$ cat src/rtl/wcache_cfg.svh
//==========================================================================
// Size macros for the weight cache
//==========================================================================
`ifndef WCACHE_CFG_SVH
`define WCACHE_CFG_SVH

// PE-row ports sharing the single WRAM read port
`define WC_PORTS 4

// WRAM address width
`define WC_AW 13

// Weight width
`define WC_DW 8

// Hit-array entries, fully associative
`define WC_HIT_LEN 8

`endif

$ cat src/rtl/wcache_pkg.sv
//==========================================================================
// Weight cache types
// Request, data, WRAM read and hit-entry structs, control states
//==========================================================================
`default_nettype none
`include "wcache_cfg.svh"

package wcache_pkg;

    typedef struct packed {
        logic [`WC_AW-1:0] add;
        logic              lst;
    } port_req_t;

    typedef struct packed {
        logic [`WC_DW-1:0] dat;
        logic              lst;
    } port_dat_t;

    // Read address tagged with the requesting port
    typedef struct packed {
        logic [`WC_AW-1:0]           add;
        logic                        lst;
        logic [$clog2(`WC_PORTS)-1:0] idx;
    } wram_req_t;

    typedef struct packed {
        logic [`WC_AW-1:0] add;
        logic [`WC_DW-1:0] dat;
        logic              vld;
    } hit_entry_t;

    typedef enum logic [1:0] {IDLE, CFG, WORK} wc_state_e;

endpackage

`default_nettype wire

$ cat src/rtl/hit_lookup.sv
//==========================================================================
// Per-port address decode into hit array hit, last-access hit or miss
//==========================================================================
`default_nettype none
`timescale 1ns/1ps
`include "wcache_cfg.svh"

module hit_lookup
    import wcache_pkg::*;
(
    input  logic                            work,
    input  logic                            cached,
    input  logic                            req_vld,
    input  port_req_t                       req,
    input  hit_entry_t [`WC_HIT_LEN-1:0]    entries,
    input  hit_entry_t                      last,
    input  logic                            slot_free,
    input  logic                            grant,
    output logic                            hit,
    output port_dat_t                       hit_dat,
    output logic                            miss_vld,
    output logic                            req_rdy
);

    logic              ent_hit;
    logic [`WC_DW-1:0] ent_dat;
    logic              last_hit;
    logic              found;

    // Lowest matching entry wins
    always_comb begin
        ent_hit = 1'b0;
        ent_dat = '0;
        for (int i = 0; i < `WC_HIT_LEN; i++) begin
            if (!ent_hit && entries[i].vld && entries[i].add == req.add) begin
                ent_hit = 1'b1;
                ent_dat = entries[i].dat;
            end
        end
    end

    assign last_hit = last.vld && (last.add == req.add);
    assign found    = work && cached && (ent_hit || last_hit); // Never in bypass

    assign hit_dat.dat = ent_hit ? ent_dat : last.dat;
    assign hit_dat.lst = req.lst;

    assign hit      = req_vld && found && slot_free;
    assign miss_vld = work && req_vld && !found;

    // Misses complete on the WRAM return routed to this port
    assign req_rdy  = work && slot_free && (found || grant);

endmodule

`default_nettype wire

$ cat config.mk
export PLATFORM = sky130hd
export DESIGN_NAME = hit_lookup
export DESIGN_NICKNAME = d
export VERILOG_FILES = /design/src/rtl/wcache_pkg.sv /design/src/rtl/hit_lookup.sv
export VERILOG_INCLUDE_DIRS = /design/src /design/src/rtl
export SDC_FILE = /design/constraint.sdc
export NUM_CORES = 1
export LEC_CHECK = 0
export ABC_AREA = 1
export BUFFER_PORTS_ARGS = -buffer_cell sky130_fd_sc_hd__buf_4
export CAP_MARGIN = 20
export CORE_ASPECT_RATIO = 0.75
export CORE_MARGIN = 2
export CORE_UTILIZATION = 46
export DETAILED_ROUTE_END_ITERATION = 6
export PLACE_DENSITY = 0.86
export SLEW_MARGIN = 20
export SYNTH_ARGS = -nofsm -noshare
export SYNTH_HDL_FRONTEND = slang
export SYNTH_SLANG_ARGS = --single-unit
$ cat constraint.sdc
create_clock -name vclk -period 2.3
set_clock_uncertainty 0.1 [all_clocks]
set_input_delay 0.23 -clock vclk [all_inputs]
set_output_delay 0.23 -clock vclk [all_outputs]
set_load 0.005 [all_outputs]
-- After elaboration in Yosys (flattened, before gate mapping)
Index checks and enable logic that the tools add are counted.
- equality and inequality tests: 9
- multiplexer cells: 17
- reduce and logical (&&, ||, !) cells: 34
- operators with widths (cell ; count):
    13-bit equality test ; 9
    8-bit 2-to-1 mux ; 9
    1-bit logical AND ; 24
    1-bit zero test ; 8
    1-bit 2-to-1 mux ; 8
    1-bit logical OR ; 2
- register bits after elaboration: 0
- input port bits: 217
- output and inout port bits: 12
- word-level logic and storage cells: 60

-- Longest topological paths before layout
- word-level depth: 35
- gate-level depth with buffers: 20
- gate-level depth less buffers: 17

-- Worst setup path after synthesis
OpenSTA, ideal clock, no wires.
- kind: input -> output
- start point: input req[5] in the netlist's numbering
- end point: output miss_vld
- arrival: 1.699 ns
- required time: 1.970 ns
- slack: 0.271 ns
- stages: 17
- path buffers: 1
- cell sequence: buf_4 -> inv_4 -> nand2_1 -> nand2_1 -> nor2_1 -> nand2_1 -> nor2_1 -> nand2_2 -> nand2_4 -> nor2_8 -> nand2_4 -> nor2_8 -> nand2_4 -> inv_4 -> nand2_2 -> nand2_2 -> and3_1
- word-level cells in the longest chain between the ends: 35
- elaborated cells between the ends (all ways): 44
- classes of those cells: eq/ne (9); mux (8); reduce/logical (27)
- ends and longest elaborated chain (what ; RTL line ; source):
    start, declared ; hit_lookup.sv:14 ; input port_req_t req,
    13-bit equality test ; hit_lookup.sv:35 ; if (!ent_hit && entries[i].vld && entries[i].add == req.add) begin
    1-bit logical AND ; hit_lookup.sv:35 ;
    1-bit 2-to-1 mux ; hit_lookup.sv:35 ;
    1-bit zero test ; hit_lookup.sv:35 ;
    1-bit logical AND (2 in a row) ; hit_lookup.sv:35 ;
    1-bit 2-to-1 mux ; hit_lookup.sv:35 ;
    1-bit zero test ; hit_lookup.sv:35 ;
    1-bit logical AND (2 in a row) ; hit_lookup.sv:35 ;
    [16 not listed] ; -- ;
    1-bit 2-to-1 mux ; hit_lookup.sv:35 ;
    1-bit zero test ; hit_lookup.sv:35 ;
    1-bit logical AND (2 in a row) ; hit_lookup.sv:35 ;
    1-bit 2-to-1 mux ; hit_lookup.sv:35 ;
    1-bit logical OR * ; hit_lookup.sv:43 ; assign found = work && cached && (ent_hit || last_hit);
    1-bit logical AND * ; hit_lookup.sv:43 ;
    1-bit zero test * ; hit_lookup.sv:49 ; assign miss_vld = work && req_vld && !found;
    1-bit logical AND * ; hit_lookup.sv:49 ;
    end, declared ; hit_lookup.sv:21 ; output logic miss_vld,
Every way passes the cells marked *; elsewhere a longest branch is shown, timed or not.

==> impl_metrics.env <==
export IMPL_nFlopsAndLatches=0
export IMPL_syn_inst=714
export IMPL_hpwl_um=14500
export IMPL_grt_pass1_wl_um=27100
export IMPL_clock_buffers=0
export IMPL_holdPathStages=0
export IMPL_finalSetupViolations=11
export IMPL_die_w_um=106
export IMPL_n_fill_cell=532
export IMPL_first_iter_violations=766
export IMPL_worst_path_largest_cell_delay_ns=0.29
export IMPL_crit_path_start="req[2]"
export IMPL_wire_per_inst_um=17.4
export IMPL_cp_start_kind="primary input"
export IMPL_synth_top_area_share_pct=24.7
export IMPL_critPathKind="in2out"
export IMPL_grt_overflow_total=0
export IMPL_area_growth_pct=71.0
export IMPL_min_period_over_period_pct=111
export IMPL_worstHoldStart="req[0]"
export IMPL_ant_nets=0
export IMPL_drv_cap=0
export IMPL_core_area_sq_um=7470
export IMPL_violations="setup timing"
export IMPL_yosysMostFrequentCell="nand2_1"
export IMPL_grt_util_met2_pct=69.7
export IMPL_io_buffers=227
export IMPL_drt_first_pass_iters=7
export IMPL_path_common_cell="buf_4"
export IMPL_antenna_found_initial=0
export IMPL_yosysWarnings=0
export IMPL_grtUsageMet3_pct=7.55
export IMPL_grt_busiest_layer="met2"
export IMPL_nets=1218
export IMPL_seq_area_sq_um=0
export IMPL_status="complete, but fails checks"
export IMPL_synthXorXnorAreaFrac_pct=6.34
export IMPL_drive_gt1_share_pct=41.9
export IMPL_synth_distinct_cells=45
export IMPL_fin_ws_ns=-0.254
export IMPL_routed_wl_um=19100
export IMPL_avgViaCountPerCell=5.73
export IMPL_path_cells="buf_4, inv_4, buf_4, buf_4, o22ai_1, nor2_1, nand4_1, nor2_4, nand2_2, nand3_1, nand3_1, nor2_1, a21oi_1, buf_4"
export IMPL_worstMarginPinSlew_ns=0.360
export IMPL_crit_family="simple AND/OR/NAND/NOR gates"
export IMPL_synth_top_family_by_area="simple AND/OR/NAND/NOR gates"
export IMPL_synth_compound_area_share_pct=9.41
export IMPL_min_period_ns=2.55
export IMPL_cp_end_kind="output pin"
export IMPL_drc=0
export IMPL_whs_endpoint="hit_dat[0]"
export IMPL_powerDensity_nw_per_um2=156
export IMPL_final_cells=1100
export IMPL_die_h_um=80.5
export IMPL_leakage_nw=3.40
export IMPL_gp_congestion=1.04
export IMPL_cp_arrival_ns=2.22
export IMPL_n_antenna_cell=0
export IMPL_start_util_pct=48.1
export IMPL_grt_pass1_vias=5734
export IMPL_synth_top_area_cell="nand2_1"
export IMPL_relSlewSlack_pct=75.9
export IMPL_crit_buf_inv=5
export IMPL_synth_nets=931
export IMPL_worst_ep_required_time_ns=1.97
export IMPL_hold_class="in2out"
export IMPL_io_pins=229
export IMPL_vias=6308
export IMPL_cpMaxStageDelayCell="nor2_4"
export IMPL_rsz0062_at_grt="true"
export IMPL_synth_common_cells="236 x nand2_1, 87 x nor2_1, 86 x inv_1, 74 x nand3_1, 32 x nand4_1"
export IMPL_yosys_area_share_simple_pct=67.3
export IMPL_synth_mux_area_share_pct=0
export IMPL_synth_area_leaders="nand2_1 25%, nand3_1 10%, nor2_1 9.1%"
export IMPL_slew_viol_final=0
export IMPL_synth_seq_area_share_pct=0
export IMPL_groute_layer_met1_usage_pct=48.0
export IMPL_grt_usage_pct=39.6
export IMPL_synth_fa_ha_area_share_pct=0
export IMPL_fin_setup_tns_ns=-1.65
export IMPL_hold_viol=0
export IMPL_grt_max_degree=18
export IMPL_dp_cells=1082
export IMPL_fmax_ghz=0.392
export IMPL_dieArea_sq_um=8540
export IMPL_syn_avg_cell_area_sq_um=5.03
export IMPL_ir_drop_v=0.000182
export IMPL_num_rows=27
export IMPL_critical_path_max_fanout=8
export IMPL_synth_area_sq_um=3590
## cell families (layout without fill, tap and decap cells)
logic type | count (synthesis) | in the layout
compound gates | 57 | 57
buf+inv | 122 | 403
simple gates | 509 | 513
xor+xnor | 26 | 26
## power by group
group          switching (mW)  internal [mW]
Combinational           0.478          0.478
Sequential                  0              0
Clock                       0              0
Total                   0.478          0.478
## layer usage
layer / up-vias / share of wire (%) / wire (um)
met3: 113 / 13 / 2490
met1: 2770 / 36 / 6900
li1: 2881 / - / -
met5: - / 0 / 0
met4: 0 / 5.2 / 995
met2: 544 / 46 / 8760
## layout by cell type, fill, tap and decap left out, types with 16 or more instances in the layout
cell	instances
nand4_1	32
buf_4	282
nand2_2	18
buf_6	16
xnor2_1	17
nand3_1	64
o21ai_0	19
nand2_1	227
nor2_1	70
nor2_2	16
inv_1	83
## area by class of cell
type | instances | area (sq um) | area share [%]
Timing Repair Buffer | 300 | 2330 | 38.0
Multi-Input combinational cell | 596 | 3220 | 52.5
Inverter | 103 | 460 | 7.50
Tap cell | 101 | 126 | 2.06
## through the flow
stage | worst slack [ns] | cell area (sq um) | util, % | hold WS [ns] | total power, mW
detailed placement | -0.109 | 5680 | 76.0 | 0.360 | 0.849
global placement | -0.0900 | 5680 | 76.0 | 0.360 | 0.835
CTS | -0.0226 | 5810 | 77.8 | 0.360 | 0.871
global route | -0.439 | 6140 | 82.3 | 0.360 | 1.02
finish | -0.254 | 6140 | 82.3 | 0.360 | 0.956
floorplan | 0.271 | 3590 | - | 0.441 | 0.388
## worst max path at each step
stage / end / slack, ns / cells past startpoint
3_3_place_gp: hit_dat[8] / -0.09 / 20
5_1_grt: hit_dat[8] / -0.44 / 14
3_5_place_dp: hit_dat[4] / -0.11 / 16
6_report: hit_dat[8] / -0.25 / 14
4_1_cts: hit_dat[4] / -0.02 / 16
2_1_floorplan: miss_vld / 0.27 / 17
## repair_timing
item	CTS	global route
gates cloned	2	2
gates resized for setup	34	63
hold buffers	0	0
setup endpoints to repair	11	11
buffers inserted	2	12
pin swaps	16	21
No activity file was read; power rests on OpenSTA's default activity.
