File: src/rtl/wcache_cfg.svh
//==========================================================================
// Size macros for the weight cache
//==========================================================================
`ifndef WCACHE_CFG_SVH
`define WCACHE_CFG_SVH

// PE-row ports sharing the single WRAM read port
`define WC_PORTS 4

// WRAM address width
`define WC_AW 13

// Weight width
`define WC_DW 8

// Hit-array entries, fully associative
`define WC_HIT_LEN 8

`endif

File: src/rtl/wcache_pkg.sv
//==========================================================================
// Weight cache types
// Request, data, WRAM read and hit-entry structs, control states
//==========================================================================
`default_nettype none
`include "wcache_cfg.svh"

package wcache_pkg;

    typedef struct packed {
        logic [`WC_AW-1:0] add;
        logic              lst;
    } port_req_t;

    typedef struct packed {
        logic [`WC_DW-1:0] dat;
        logic              lst;
    } port_dat_t;

    // Read address tagged with the requesting port
    typedef struct packed {
        logic [`WC_AW-1:0]           add;
        logic                        lst;
        logic [$clog2(`WC_PORTS)-1:0] idx;
    } wram_req_t;

    typedef struct packed {
        logic [`WC_AW-1:0] add;
        logic [`WC_DW-1:0] dat;
        logic              vld;
    } hit_entry_t;

    typedef enum logic [1:0] {IDLE, CFG, WORK} wc_state_e;

endpackage

`default_nettype wire

File: src/rtl/hit_store.sv
//==========================================================================
// Hit array with round-robin fill pointer
// Last-access register
//==========================================================================
`default_nettype none
`timescale 1ns/1ps
`include "wcache_cfg.svh"

module hit_store
    import wcache_pkg::*;
(
    input  logic                            clk,
    input  logic                            rst_n,
    input  logic                            clear,
    input  logic                            cached,
    input  logic                            fill_vld,
    input  port_dat_t                       fill,
    input  logic [`WC_AW-1:0]               fill_add,
    output hit_entry_t [`WC_HIT_LEN-1:0]    entries,
    output hit_entry_t                      last
);

    localparam int HW = $clog2(`WC_HIT_LEN);

    logic [HW-1:0] fill_ptr;
    logic          dup;

    // Address already cached somewhere
    always_comb begin
        dup = 1'b0;
        for (int i = 0; i < `WC_HIT_LEN; i++) begin
            if (entries[i].vld && entries[i].add == fill_add) begin
                dup = 1'b1;
            end
        end
    end

    always_ff @(posedge clk or negedge rst_n) begin
        if (!rst_n) begin
            entries  <= '0;
            last     <= '0;
            fill_ptr <= '0;
        end else if (clear) begin
            entries  <= '0;
            last     <= '0;
            fill_ptr <= '0;
        end else if (fill_vld) begin
            last <= '{add: fill_add, dat: fill.dat, vld: 1'b1};
            if (cached && !dup) begin
                entries[fill_ptr] <= '{add: fill_add, dat: fill.dat, vld: 1'b1};
                fill_ptr          <= fill_ptr + 1'b1; // Oldest entry overwritten next
            end
        end
    end

endmodule

`default_nettype wire

File: config.mk
export PLATFORM = sky130hd
export DESIGN_NAME = hit_store
export DESIGN_NICKNAME = d
export VERILOG_FILES = /design/src/rtl/wcache_pkg.sv /design/src/rtl/hit_store.sv
export VERILOG_INCLUDE_DIRS = /design/src /design/src/rtl
export SDC_FILE = /design/constraint.sdc
export NUM_CORES = 1
export LEC_CHECK = 0
export BUFFER_PORTS_ARGS = -buffer_cell sky130_fd_sc_hd__buf_4
export CORE_ASPECT_RATIO = 1.4
export CORE_MARGIN = 8
export CORE_UTILIZATION = 50
export DETAILED_ROUTE_END_ITERATION = 10
export HOLD_SLACK_MARGIN = 0.15
export PLACE_DENSITY = 0.85
export SYNTH_ARGS = -nofsm -noshare
export SYNTH_HDL_FRONTEND = slang
export SYNTH_SLANG_ARGS = --single-unit
File: constraint.sdc
create_clock -name clk -period 4.5 [get_ports clk]
set_input_delay 0 -clock clk [delete_from_list [all_inputs] [get_ports clk]]
set_output_delay 0 -clock clk [all_outputs]
set_load 0.01 [all_outputs]
=== Yosys cells after proc, flatten, opt, wreduce, memory -nomap -nowiden ===
Cells that the tools add are included.

* Bits of input ports: 27
* Register bits: 201
* Output and inout bits: 198
* Word-level logic and storage cells: 72

* Add/sub/neg operators: 1
* $lt $le $gt $ge: 2
* Eq/ne operators: 8
* Reduce and logical (&&, ||, !) cells: 14
* Mux-type cells: 19

{| class="wikitable"
|+ Operator list
! operator !! number
|-
| 176-bit two-way mux || 3
|-
| 176-bit bitwise mux || 1
|-
| 13-bit equality test || 8
|-
| 22-bit demux with 3-bit select || 1
|-
| 22-bit two-way mux || 3
|-
| 1-bit logical AND || 10
|-
| 3-bit two-way mux || 3
|-
| 1-bit two-way mux || 8
|-
| 3-bit by 4-bit less-than comparator with 1-bit output (second input constant) || 1
|-
| 2-bit nonzero test || 2
|-
| 3-bit by 1-bit adder with 3-bit output (second input constant) || 1
|-
| 3-bit by 1-bit greater-or-equal comparator with 1-bit output (second input constant) || 1
|-
| 2-bit AND reduction || 1
|-
| 1-bit zero test || 1
|}

=== Logic depth before layout (Yosys ltp) ===
* Depth after elaboration: 15
* Gate-level depth with buffers: 9
* Mapped depth without buffers: 6

=== Worst setup path after synthesis ===
No wires, ideal clock.

* Kind: flip-flop to flip-flop
* From: register entries[103] (netlist name)
* To: register fill_ptr[2]
* Path slack: 2.538 ns
* Required time: 4.375 ns
* Clock period less this slack: 1.962 ns
* Buffers on the path: 1
* Cell stages (with the launch flop): 8
* Setup time: 0.125 ns
* Arrival time: 1.837 ns
* Cells stage by stage: dfrtp_1 > xor2_1 > nor4_1 > nand3_1 > o311a_1 > buf_6 > and4_4 > mux2_4

* Longest elaborated chain between the ends: 10

{| class="wikitable"
|+ RTL lines
! what !! line !! text
|-
| from (decl) || hit_store.sv:19 || <nowiki>output hit_entry_t [`WC_HIT_LEN-1:0] entries,</nowiki>
|-
| from (signal, indexed assignment) || hit_store.sv:50 || <nowiki>entries[fill_ptr] <= '{add: fill_add, dat: fill.dat, vld: 1'b1};</nowiki>
|-
| 13-bit equality test || hit_store.sv:32 || <nowiki>if (entries[i].vld && entries[i].add == fill_add) begin</nowiki>
|-
| 1-bit logical AND || hit_store.sv:32 ||
|-
| 1-bit two-way mux (4 in series) || hit_store.sv:32 ||
|-
| 1-bit zero test || hit_store.sv:49 || <nowiki>if (cached && !dup) begin</nowiki>
|-
| 1-bit logical AND || hit_store.sv:49 ||
|-
| 2-bit nonzero test (no line) || - ||
|-
| 2-bit AND reduction (no line) || - ||
|-
| to (signal assigned) || hit_store.sv:51 || <nowiki>fill_ptr <= fill_ptr + 1'b1;</nowiki>
|-
| to (decl) || hit_store.sv:25 || <nowiki>logic [HW-1:0] fill_ptr;</nowiki>
|}

No other way between the ends.
A chain may end at the register's enable or synchronous reset.

=== Final worst setup path ===
* From: register entries[16] (netlist name)
* To: register entries[126] (netlist name)

* Longest elaborated chain between the ends: 14

{| class="wikitable"
|+ RTL lines
! what !! line
|-
| 13-bit equality test || hit_store.sv:32
|-
| 1-bit logical AND || hit_store.sv:32
|-
| 1-bit two-way mux (8 in series) || hit_store.sv:32
|-
| 1-bit zero test || hit_store.sv:49
|-
| 1-bit logical AND || hit_store.sv:49
|-
| 2-bit nonzero test (no line) || -
|-
| 2-bit AND reduction (no line) || -
|}

No other way between the ends.

==> results.sh <==
export IMPL_comb_power_share_pct=10.5
export IMPL_layout_nets=1127
export IMPL_worst_path_max_delay_cell="nand4_2"
export IMPL_cts_max_path_buffers=3
export IMPL_grt_pass1_wl_um=47100
export IMPL_cts_sinks=201
export IMPL_worstReg2RegStart="entries[16]"
export IMPL_grt_pass1_vias=7962
export IMPL_diodes=0
export IMPL_io_pin_count=225
export IMPL_gr_total_overflow=0
export IMPL_drt_vias_per_instance=5.40
export IMPL_critPathLaunchType="flip-flop"
export IMPL_dp_hpwl_um=21200
export IMPL_drv_cap=0
export IMPL_clkTransAtPathRegs_ps=70
export IMPL_yosys_register_bits=201
export IMPL_antenna_found_initial=0
export IMPL_p_seq_share_pct=47.0
export IMPL_leakagePower_nw=6.75
export IMPL_fin_crit_sh_pct=74.0
export IMPL_arrival_ps=3680
export IMPL_cts_buffers=21
export IMPL_place_congestion=0.803
export IMPL_crit_chain="xnor2_1 -> nand4_1 -> nor4_1 -> nor4_4 -> nand4_2 -> buf_4 -> mux2i_1"
export IMPL_crit_path_max_incr_delay_ps=1000
export IMPL_layout_drive_gt1_share_pct=24.4
export IMPL_period_needed_ps=3330
export IMPL_avgRoutedWirePerCell_um=22.5
export IMPL_tns_ps=0
export IMPL_hold_path_class="in -> async"
export IMPL_remaining_drc_errors=0
export IMPL_yosys_warnings=0
export IMPL_ctsRootBufferMaster="clkbuf_16"
export IMPL_htreeDepth=1
export IMPL_p_sw_share_pct=24.1
export IMPL_cp_required_ps=4850
export IMPL_slew_headroom_pct=20.6
export IMPL_areaGrowthSynthToFinish_pct=26.3
export IMPL_reg2reg_depth=7
export IMPL_drt_pass1_iter_count=7
export IMPL_dp_cells=1280
export IMPL_hold_viol_final=0
export IMPL_outcome="completed"
export IMPL_finalClockSkew_ps=10.3
export IMPL_cts_repair_resized=0
export IMPL_rrSetupSlack_ps=1170
export IMPL_max_slew_worst_pin_slew_ps=1190
export IMPL_core_mm2=0.0203
export IMPL_rows=62
export IMPL_fin_cells=1367
export IMPL_synth_edf_count=0
export IMPL_finalMaxSlewViolations=0
export IMPL_path_class="reg -> reg"
export IMPL_ys_async_sr_fraction_pct=100
export IMPL_die_height_um=185
export IMPL_numPortBuffers=223
export IMPL_grtUsageTotal_pct=24.2
export IMPL_drt_iter0_markers=436
export IMPL_netlist_instances=878
export IMPL_power_frac_clock_pct=42.6
export IMPL_wl_um=30800
export IMPL_vias=7380
export IMPL_ir_worst_vdd_uv=246
export IMPL_critPathMaxFanout=19
export IMPL_initial_core_util_pct=50.5
export IMPL_clock_latency_ps=490
export IMPL_die_area_mm2=0.0254
export IMPL_synthesis_area_mm2=0.0103
export IMPL_fillers=1614
export IMPL_antenna_left=0
export IMPL_r2r_end="entries[126]"
export IMPL_setup_violations=0
export IMPL_cts_tree="done"
export IMPL_post_synth_num_cell_types=31
export IMPL_rsz0062_at_grt="false"
export IMPL_power_switching_w=0.000955
export IMPL_fmaxAchievable_mhz=300
export IMPL_p_int_w=0.00301
export IMPL_synthFlopType="dfrtp_1"
export IMPL_worstSetupEndpointType="flip-flop"
export IMPL_syn_mean_instance_area_um2=11.7
export IMPL_syn_nets=906
export IMPL_die_w_um=137
export IMPL_cellPowerDensity_mw_per_mm2=306
export IMPL_grt_max_degree=105
export IMPL_ys_seq_area_share_pct=49.0
## worst max-delay path by stage
| stage | from | endpoint | slack [ps] | depth (start not counted) |
|---|---|---|---|---|
| CTS | entries[9] | entries[126] | 1210 | 7 |
| finish | entries[16] | entries[126] | 1170 | 7 |
| detailed placement | entries[9] | entries[126] | 1230 | 7 |
| global route | entries[12] | entries[127] | 1060 | 7 |
| global placement | entries[16] | entries[126] | 1310 | 7 |
| floorplan | entries[103] | fill_ptr[2] | 2540 | 7 |
## cells in the final DEF, fill, tap and decap left out, types with 3 or more instances in the layout
| cell | count |
|---|---|
| a21oi_1 | 8 |
| buf_4 | 227 |
| clkbuf_1 | 6 |
| clkbuf_16 | 21 |
| clkbuf_8 | 5 |
| dfrtp_1 | 201 |
| dlygate4sd3_1 | 52 |
| inv_1 | 8 |
| mux2i_1 | 190 |
| nand2_1 | 8 |
| nand2b_1 | 191 |
| nand4_1 | 23 |
| nand4_2 | 8 |
| nor2_1 | 26 |
| nor3b_1 | 3 |
| nor4_1 | 8 |
| xnor2_1 | 100 |
| xor2_1 | 4 |
## kinds of logic (layout without fill, tap and decap cells)
family | after synthesis | after routing | share of synthesized area [%]
adders and majority gates | 1 | 1 | 0.122
muxes | 192 | 192 | 18.8
AOI/OAI and AO/OA | 9 | 9 | 0.488
buffers and inverters | 91 | 324 | 5.55
xor gates and xnor gates | 104 | 104 | 8.88
and+or+nand+nor | 280 | 280 | 17.1
DFF | 201 | 201 | 49.0
## through the flow
step,hold slack [ps],cell area (um2),utilization (%),total power (W),worst slack (ps)
2_1_floorplan,-296,10300,-,0.00211,2540
3_3_place_gp,166,11800,57.9,0.00226,1310
3_5_place_dp,165,11800,57.9,0.00226,1230
4_1_cts,213,12900,63.7,0.00400,1210
5_1_grt,225,12900,63.7,0.00409,1060
6_report,157,12900,63.7,0.00396,1170
## power groups by stage
stage	sequential, W	clock [W]	combinational (W)
after floorplan	0.00190	0	0.000210
after global placement	0.00189	0	0.000365
after detailed placement	0.00189	0	0.000370
after CTS	0.00186	0.00172	0.000415
after global routing	0.00186	0.00178	0.000447
final	0.00186	0.00169	0.000414
## worst max-delay path, delay by kind of cell, from the launching register on
kind | cells | cell delay [ps]
buffers and inverters | 1 | 490
muxes | 1 | 130
xor gates and xnor gates | 1 | 150
DFF | 1 | 420
and+or+nand+nor | 4 | 1990
## flip-flops by register name, indices dropped and copies added, names as in the netlist
name and flops:
fill_ptr 3, last 22, entries 176
## cells in the mapped netlist, drive strengths merged (8+ instances only)
master | n | area share (%)
nand2b | 191 | 12
buf | 54 | 4.2
nand4 | 31 | 2.4
nor4 | 9 | 0.70
dfrtp | 201 | 49
clkbuf | 29 | 1.1
inv | 8 | 0.29
a21oi | 8 | 0.39
mux2i | 190 | 19
xnor2 | 100 | 8.5
nand2 | 8 | 0.29
nor2 | 26 | 0.95
## what timing repair did
action / CTS / global route
buffers inserted: 0 / 0
endpoints found under the hold margin: 182 / 0
hold buffers: 52 / 0
## cell type report
type	count	area [um2]	area share (%)
Inverter	8	30.0	0.232
Timing Repair Buffer	281	2260	17.4
Multi-Input combinational cell	586	4660	36.0
Tap cell	256	320	2.47
Clock inverter	4	51.3	0.396
Sequential cell	201	5030	38.8
Clock buffer	31	603	4.66
## routing by layer
layer	vias up	GRT usage, %	wire, um
met5	-	0	0
met1	3676	27.7	11600
li1	3350	-	-
met3	91	5.05	2000
met2	263	41.2	15500
met4	0	13.0	1720
Power figures use the tool's default switching activity.
