## config.mk

```make
export PLATFORM = sky130hd
export DESIGN_NAME = port_result
export DESIGN_NICKNAME = d
export VERILOG_FILES = /design/src/rtl/wcache_pkg.sv /design/src/rtl/hold_stage.sv /design/src/rtl/port_result.sv
export VERILOG_INCLUDE_DIRS = /design/src /design/src/rtl
export SDC_FILE = /design/constraint.sdc
export NUM_CORES = 1
export LEC_CHECK = 0
export BUFFER_PORTS_ARGS = -buffer_cell sky130_fd_sc_hd__buf_2
export CORE_MARGIN = 2
export CORE_UTILIZATION = 37
export CTS_CLUSTER_SIZE = 12
export DETAILED_ROUTE_END_ITERATION = 10
export PLACE_DENSITY = 0.71
export SLEW_MARGIN = 20
export SYNTH_ARGS = -nofsm -noshare
export SYNTH_HDL_FRONTEND = slang
export SYNTH_HIERARCHICAL = 1
export SYNTH_SLANG_ARGS = --single-unit
export TNS_END_PERCENT = 30
```

## constraint.sdc

```tcl
create_clock -name clk -period 1.2 [get_ports clk]
set_clock_uncertainty 0.05 [all_clocks]
set_input_delay 0.18 -clock clk [delete_from_list [all_inputs] [get_ports clk]]
set_output_delay 0.18 -clock clk [all_outputs]
set_load 0.02 [all_outputs]
```

## src/rtl/wcache_cfg.svh

```systemverilog
//==========================================================================
// Size macros for the weight cache
//==========================================================================
`ifndef WCACHE_CFG_SVH
`define WCACHE_CFG_SVH

// PE-row ports sharing the single WRAM read port
`define WC_PORTS 4

// WRAM address width
`define WC_AW 13

// Weight width
`define WC_DW 8

// Hit-array entries, fully associative
`define WC_HIT_LEN 8

`endif

```

## src/rtl/wcache_pkg.sv

```systemverilog
//==========================================================================
// Weight cache types
// Request, data, WRAM read and hit-entry structs, control states
//==========================================================================
`default_nettype none
`include "wcache_cfg.svh"

package wcache_pkg;

    typedef struct packed {
        logic [`WC_AW-1:0] add;
        logic              lst;
    } port_req_t;

    typedef struct packed {
        logic [`WC_DW-1:0] dat;
        logic              lst;
    } port_dat_t;

    // Read address tagged with the requesting port
    typedef struct packed {
        logic [`WC_AW-1:0]           add;
        logic                        lst;
        logic [$clog2(`WC_PORTS)-1:0] idx;
    } wram_req_t;

    typedef struct packed {
        logic [`WC_AW-1:0] add;
        logic [`WC_DW-1:0] dat;
        logic              vld;
    } hit_entry_t;

    typedef enum logic [1:0] {IDLE, CFG, WORK} wc_state_e;

endpackage

`default_nettype wire

```

## src/rtl/hold_stage.sv

```systemverilog
//==========================================================================
// One-entry valid/ready holding register, any payload type
//==========================================================================
`default_nettype none
`timescale 1ns/1ps

module hold_stage #(
    parameter type payload_t = logic
) (
    input  logic     clk,
    input  logic     rst_n,
    input  logic     clear,
    input  logic     in_vld,
    output logic     in_rdy,
    input  payload_t in,
    output logic     out_vld,
    input  logic     out_rdy,
    output payload_t out
);

    assign in_rdy = !out_vld || out_rdy; // Empty or draining

    always_ff @(posedge clk or negedge rst_n) begin
        if (!rst_n) begin
            out_vld <= 1'b0;
        end else if (clear) begin
            out_vld <= 1'b0;
        end else if (in_rdy) begin
            out_vld <= in_vld;
        end
    end

    // Payload keeps its value after the transfer
    always_ff @(posedge clk) begin
        if (in_vld && in_rdy) begin
            out <= in;
        end
    end

endmodule

`default_nettype wire

```

## src/rtl/port_result.sv

```systemverilog
//==========================================================================
// Per-port result stage, merges held hit data with WRAM return data
//==========================================================================
`default_nettype none
`timescale 1ns/1ps

module port_result
    import wcache_pkg::*;
(
    input  logic      clk,
    input  logic      rst_n,
    input  logic      clear,
    input  logic      hit,
    input  port_dat_t hit_dat,
    input  logic      ret_vld,
    input  port_dat_t ret_dat,
    output logic      dat_vld,
    input  logic      dat_rdy,
    output port_dat_t dat,
    output logic      free
);

    logic      ret_pass;
    logic      stg_in_vld;
    logic      stg_out_vld;
    port_dat_t stg_in;
    port_dat_t stg_out;

    // Return bypasses the register when nothing older is held
    assign ret_pass = ret_vld && !stg_out_vld;

    // Park a return that cannot leave this cycle
    assign stg_in_vld = hit || (ret_vld && !(ret_pass && dat_rdy));
    assign stg_in     = ret_vld ? ret_dat : hit_dat;

    hold_stage #(
        .payload_t (port_dat_t)
    ) dat_stage_i (
        .clk     (clk),
        .rst_n   (rst_n),
        .clear   (clear),
        .in_vld  (stg_in_vld),
        .in_rdy  (free),
        .in      (stg_in),
        .out_vld (stg_out_vld),
        .out_rdy (dat_rdy),
        .out     (stg_out)
    );

    assign dat     = ret_pass ? ret_dat : stg_out;
    assign dat_vld = !clear && (ret_pass || stg_out_vld);

endmodule

`default_nettype wire

```

### Word level (Yosys, flattened, before mapping)

Cells that the tools add are included.

* bits in registers: 10
* bits of input ports: 24
* logic and storage cells: 19
* output and inout port bits: 11

* reductions and logical operators: 12
* multiplexer cells: 4

Operators with widths (count)
* 9-bit two-way mux: 2
* 1-bit logical AND: 5
* 1-bit logical NOT: 3
* 1-bit logical OR: 3
* 1-bit two-way mux: 2
* 2-bit nonzero test: 1

### Depth between registers and ports, before layout

Gate-level depths: netlist (run 1).

* depth in word-level cells: 8
* gate-level depth with buffers: 4
* gate-level depth less buffers: 4

### Cells and area by module

The synthesis (run 1) kept the hierarchy.

By module, submodules not included
* hold_stage: area each 330.3 um^2, instances 1, seq. area each 295.3 um^2, cells each 14
* port_result: area each 280.3 um^2, instances 1, seq. area each 0.0 um^2, cells each 25

### Worst setup path after synthesis (run 1)

Ideal clock, no wire load.

* path type: register to output
* start: register dat_stage_i.out_vld
* end: output port dat[0] in the netlist's numbering
* cell stages (with the launch flop): 4
* data required time: 0.970 ns
* path buffers: 1
* data arrival time: 1.037 ns
* path slack: -0.067 ns
* cells stage by stage: dfrtp_1 > nand2b_1 > buf_6 > mux2_4

RTL lines
* from (decl): line hold_stage.sv:16 `output logic out_vld,`
* from (signal assigned): line hold_stage.sv:29 `out_vld <= in_vld;`
* to (decl): line port_result.sv:19 `output port_dat_t dat,`

==> metrics.md, run 1 <==
| Metric | Value |
|---|---|
| Layout net count | `106` |
| Largest net degree at the start of global routing | `10` |
| Synthesized area | `611 µm²` |
| FF/Latch Area | `295 µm²` |
| Synth top area share | `0.443` |
| FF+latch count, synth | `10` |
| Asr flop ratio synth | `0.100` |
| Placer congestion estimate | `0.661` |
| Port-buffer cells | `34` |
| Design area | `932 µm²` |
| Status | `finished with violations` |
| Detailed Route WL | `1220 µm` |
| Slew margin rel. | `0.897` |
| Pwr Total | `1.05 mW` |
| Die area | `1990 µm²` |
| CP Class | `flop to primary output` |
| Critical Path RT | `970 ps` |
| Share of layout cells above drive strength 1 | `0.790` |
| ANT nets after route | `0` |
| # setup viols final | `21` |
| Clock-pin slew on the worst setup and hold paths | `70 ps` |
| Fin util | `0.612` |
| Vias in the first global route | `462` |
| Leak Pwr | `0.458 nW` |
| First-pass GRT wire length | `1870 µm` |
| Worst setup margin | `-336 ps` |
| Area of the multi-input gates | `317 µm²` |
| First-pass iteration count of the detailed router | `2` |
| CTS Root Cell | `clkbuf_4` |
| Ys Warns | `6` |
| Clk Latency, worst-skew pair | `260 ps` |
| Failing checks | `setup timing` |
| Placed Instance Area | `815 µm²` |
| Core ar. | `1520 µm²` |
| Slew @ Worst Pin | `155 ps` |
| HP Class | `input port to flop` |
| Most used DFF post-synth | `edfxtp_1` |
| H-tree depth | `1` |
| Crit-path max FO | `5` |
| Placed cell count | `90` |
| Synth unique cells | `14` |
| Initial antenna violation count | `0` |
| Worst Path Arrival | `1310 ps` |
| Fin crit period | `1540 ps` |
| Ranking of synthesized cells by area | `edfxtp_1, mux2_4, mux2_2, dfrtp_1, nand2b_4` |
| Core Rows | `14` |
| Pwr/cell area | `1130 nW/µm²` |
| Ports | `35` |
| Post-synth EDFFs | `9` |
| Post-synth top cells | `edfxtp_1, mux2_4, mux2_2, nand2b_1, nor2_1` |
| Post-Syn Instances | `39` |
| RSZ-0062 raised after global routing | `true` |
| Mapped Nets | `63` |
| Register area share after synthesis | `0.484` |
| Number of DRC markers in iteration 0 | `5` |
| Place WS | `-117 ps` |
| Max Root-Sink Buffers | `2` |
| Critical path endpoint category | `primary output` |
| Area leader, netlist | `edfxtp_1` |
| Tcrit/Tclk final | `1.28` |
| Via count | `466` |
| Die Span X | `44.6 µm` |
| TritonCTS clock tree | `yes` |
| Maximum clock frequency | `651 MHz` |
| Starting Density | `0.401` |
| Area growth, synth to finish | `52.7%` |
| Startpoint Class | `flop` |
| Total GRT Usage | `0.137` |
| Final Slew Violations | `0` |
| Mean post-synth cell area | `15.7 µm²` |
| Non-Filler Instances | `97` |
| Wire per inst | `12.5 µm` |
| Total grt overflow | `0` |
| Setup TNS | `-5610 ps` |
| Number of vias per cell | `4.80` |
| Worst VDD drop | `0.000611 V` |
| Number of diodes | `0` |
| Fill cells | `126` |
| DRC viols | `0` |
| Max-Cap Viols | `0` |
| Worst hold margin | `29.4 ps` |
| Inserted Clock Buffers | `3` |
| Clk sink count | `10` |
| Final hold violation count | `0` |
| Die height | `44.6 µm` |
[logic make-up after synthesis]
kind of cell           count (synthesis)  synth area share
multiplexers                          18             0.387
AND/OR/NAND/NOR                        6            0.0697
buffers and inverters                  3            0.0328
flip-flops                            10             0.484
AO/OA/AOI/OAI                          2            0.0266
[area by class of cell]
type	count	area share
Sequential cell	10	0.317
Tap cell	16	0.0215
Inverter	1	0.00403
Timing Repair Buffer	39	0.279
Multi-Input combinational cell	27	0.340
Clock buffer	4	0.0389
[layer usage]
layer / GRT usage / wire length (µm) / up-vias
met3: 0.0490 / 107 / 2
met5: 0 / 0 / -
met4: 0.0545 / 4 / 0
met1: 0.147 / 465 / 211
li1: - / - / 228
met2: 0.241 / 639 / 25
[registers in the layout, summed over array words and instances (netlist names)]
register / flops
dat_stage_i/out: 9
dat_stage_i/out_vld: 1
[report_power, final]
| group | switching (mW) | total, mW | leakage, nW | internal [mW] |
|---|---|---|---|---|
| Sequential | 0.00903 | 0.428 | 0.101 | 0.419 |
| Combinational | 0.139 | 0.327 | 0.336 | 0.188 |
| Clock | 0.112 | 0.296 | 0.0210 | 0.184 |
| Total | 0.259 | 1.05 | 0.458 | 0.791 |
[repair_timing]
action | 4_1_cts | 5_1_grt
setup buffers | 1 | 0
hold endpoints to repair | 1 | 0
setup endpoints to repair | 20 | 21
hold buffers | 1 | 0
gates cloned | 1 | 0
pin swaps | 1 | 0
gates resized for setup | 15 | 2
[critical path: stages, from the launching register on]
cell and delay, ps:
dfrtp_1 400, nand2b_4 200, mux2_4 310, buf_6 130
[placed cells by master (no fill, tap or decap), drive strengths merged]
| cell type | n |
|---|---|
| buf | 38 |
| mux2 | 18 |
| edfxtp | 9 |
| nand2b | 4 |
| clkbuf | 4 |
| nor2 | 2 |
| a21o | 1 |
| inv | 1 |
| a21oi | 1 |
| and2 | 1 |
| dfrtp | 1 |
| dlygate4sd3 | 1 |
[final timing paths]
| kind | from | endpoint | slack, ps | cells past startpoint |
|---|---|---|---|---|
| min in group asynchronous | rst_n | dat_stage_i/out_vld | 160 | 2 |
| worst min register to register | dat_stage_i/out_vld | dat_stage_i/out_vld | 790 | 4 |
| worst min-delay path | clear | dat_stage_i/out_vld | 30 | 2 |
| worst max register to register | dat_stage_i/out_vld | dat_stage_i/out[7] | -250 | 5 |
| max in group asynchronous | rst_n | dat_stage_i/out_vld | 850 | 2 |
| worst max-delay path | dat_stage_i/out_vld | dat[0] | -340 | 3 |
Power figures use the tool's default switching activity.
==> run 2: changes to the inputs <==
Settings changed: CORE_UTILIZATION 37 to 45, CTS_CLUSTER_DIAMETER from default to 100, PLACE_DENSITY 0.71 to 0.81.
Clock period 1.2 ns to 1.9 ns, I/O delays scaled along.
==> run 2 against run 1 <==
Effect of this change:
- the flow now finishes without violations
- final area decreased by 10%
- sequential power decreased by 36%
- worst hold slack improved by 110 ps
- sequential cell count unchanged
- critical path depth unchanged
- cell count decreased by 5.2%
- combinational power decreased by 49%
==> metrics.md, run 2 (synthesis results as in run 1) <==
| Metric | Value |
|---|---|
| Post-DP HPWL | `897 µm` |
| Met3 Routed Length | `91 µm (-15%)` |
| Placed cell count | `87 (-3.3%)` |
| Die Span X | `40.8 µm (-8.5%)` |
| Final Slew Violations | `0 (unchanged)` |
| Post-Route M1 WL | `400 µm (-14%)` |
| Post-CTS setup buffers | `0 (-1)` |
| Critical Path RT | `1560 ps (+590 ps)` |
| Slew @ Worst Pin | `186 ps (+30.8 ps)` |
| Crit path max-delay family | `flip-flops` |
| Non-Filler Instances | `92 (-5.2%)` |
| Worst VDD drop | `0.000323 V (-47%)` |
| Number of DRC markers in iteration 0 | `2 (-3)` |
| Ports | `35 (unchanged)` |
| CTS Root Cell | `clkbuf_4` |
| Worst Path Arrival | `1420 ps (+110 ps)` |
| Total grt overflow | `0 (unchanged)` |
| Initial antenna violation count | `0 (unchanged)` |
| Crit-path max FO | `9 (+4)` |
| Share of layout cells above drive strength 1 | `0.766 (-0.0239)` |
| Max-Cap Viols | `0 (unchanged)` |
| Pwr/cell area | `707 nW/µm² (-37%)` |
| Largest regs | `dat_stage_i/out x9, dat_stage_i/out_vld x1` |
| Startpoint Class | `flop` |
| CP peak stage delay | `420 ps (+20 ps)` |
| HP Class | `input port to flop` |
| Critical path cell sequence | `nand2b_4 > mux2_4 > buf_2` |
| Clk sink count | `10 (unchanged)` |
| Maximum clock frequency | `571 MHz` |
| Area growth, synth to finish | `36.7%` |
| Worst hold margin | `136 ps (+106 ps)` |
| Die height | `40.8 µm (-8.5%)` |
| ANT nets after route | `0 (unchanged)` |
| Setup TNS | `0 ps (+5610 ps)` |
| Clk Latency, worst-skew pair | `260 ps (about the same)` |
| Biggest register | `dat_stage_i/out` |
| CP max stage cell | `dfrtp_1` |
| Tcrit/Tclk final | `0.922` |
| First-pass GRT wire length | `1530 µm (-18%)` |
| Slew margin rel. | `0.876 (-0.0206)` |
| # setup viols final | `0 (-100%)` |
| TritonCTS clock tree | `yes` |
| Number of vias per cell | `4.62 (-3.8%)` |
| Number of diodes | `0 (unchanged)` |
| Placer congestion estimate | `0.646 (-2.4%)` |
| Leak Pwr | `0.412 nW (-10%)` |
| Design area | `835 µm² (-10%)` |
| Placed Instance Area | `791 µm² (-2.9%)` |
| Core Rows | `13 (-1)` |
| Die area | `1670 µm² (-16%)` |
| Most frequent cells in the layout | `buf_2, mux2_4, edfxtp_1` |
| Max Used Layer | `met3` |
| RSZ-0062 raised after global routing | `false` |
| Core ar. | `1280 µm² (-16%)` |
| Detailed Route WL | `1090 µm (-11%)` |
| Largest net degree at the start of global routing | `12 (+2)` |
| Worst path bufs/invs | `1 (unchanged)` |
| Commonest non-fill, non-tap cell in the layout | `buf_2` |
| Max reg flops | `9 (unchanged)` |
| Status | `completed` |
| Met2 wire len | `593 µm (-7.2%)` |
| Final hold violation count | `0 (unchanged)` |
| Critical path endpoint category | `primary output` |
| R2R setup slack | `640 ps (+890 ps)` |
| CP Class | `flop to primary output` |
| Starting Density | `0.475 (+0.0745)` |
| DRC viols | `0 (unchanged)` |
| Crit path depth | `3 (unchanged)` |
| Inserted Clock Buffers | `3 (unchanged)` |
| First-pass iteration count of the detailed router | `2 (unchanged)` |
| Cell count of the worst reg-to-reg path | `3 (-2)` |
| Via count | `425 (-8.8%)` |
| Port-buffer cells | `34 (unchanged)` |
| Layout net count | `102 (-3.8%)` |
| Max Root-Sink Buffers | `2 (unchanged)` |
| Clock-pin slew on the worst setup and hold paths | `60 ps (about the same)` |
| Vias in the first global route | `428 (-7.4%)` |
| Total GRT Usage | `0.147 (+0.00980)` |
| Hold path cells | `2 (unchanged)` |
| Fin crit period | `1750 ps` |
| Wire per inst | `11.8 µm (-6.0%)` |
| H-tree depth | `1 (unchanged)` |
run 2: what timing repair did:
action,CTS,global route
setup endpoints to repair,9,0
hold endpoints to repair,1,0
hold buffers,1,0
resized for setup,2,0
run 2: routing by layer:
metal | vias up | track usage
met2 | 23 | 0.297
met5 | - | 0
met3 | 0 | 0.0489
li1 | 219 | -
met1 | 183 | 0.128
met4 | 0 | 0.0500
run 2: power breakdown:
part	switching, mW	internal [mW]
logic	0.0773	0.0902
clock network	0.0702	0.0811
registers	0.00702	0.265
total	0.155	0.436
run 2: cell type report:
| class | count | area [µm²] |
|---|---|---|
| flip-flops and latches | 10 | 295 |
| repair buffers | 36 | 188 |
| inverters | 1 | 3.75 |
| fillers | 113 | 450 |
| multi-input cells | 26 | 303 |
| clock buffers | 4 | 26.3 |
| well taps | 15 | 18.8 |
run 2: metrics by stage:
stage / utilization / total power, mW / worst slack [ps]
detailed placement: 0.615 / 0.444 / 116
finish: 0.649 / 0.590 / 149
global placement: 0.615 / 0.439 / 174
CTS: 0.649 / 0.598 / 128
global route: 0.649 / 0.620 / 85.3
floorplan: - / 0.389 / 528
run 2: final timing paths:
| check | from | end |
|---|---|---|
| min | clear | dat_stage_i/out_vld |
| min in group asynchronous | rst_n | dat_stage_i/out_vld |
| max | dat_stage_i/out_vld | dat[6] |
| max in group asynchronous | rst_n | dat_stage_i/out_vld |
| min reg2reg | dat_stage_i/out_vld | dat_stage_i/out_vld |
| max reg2reg | dat_stage_i/out_vld | dat_stage_i/out[2] |
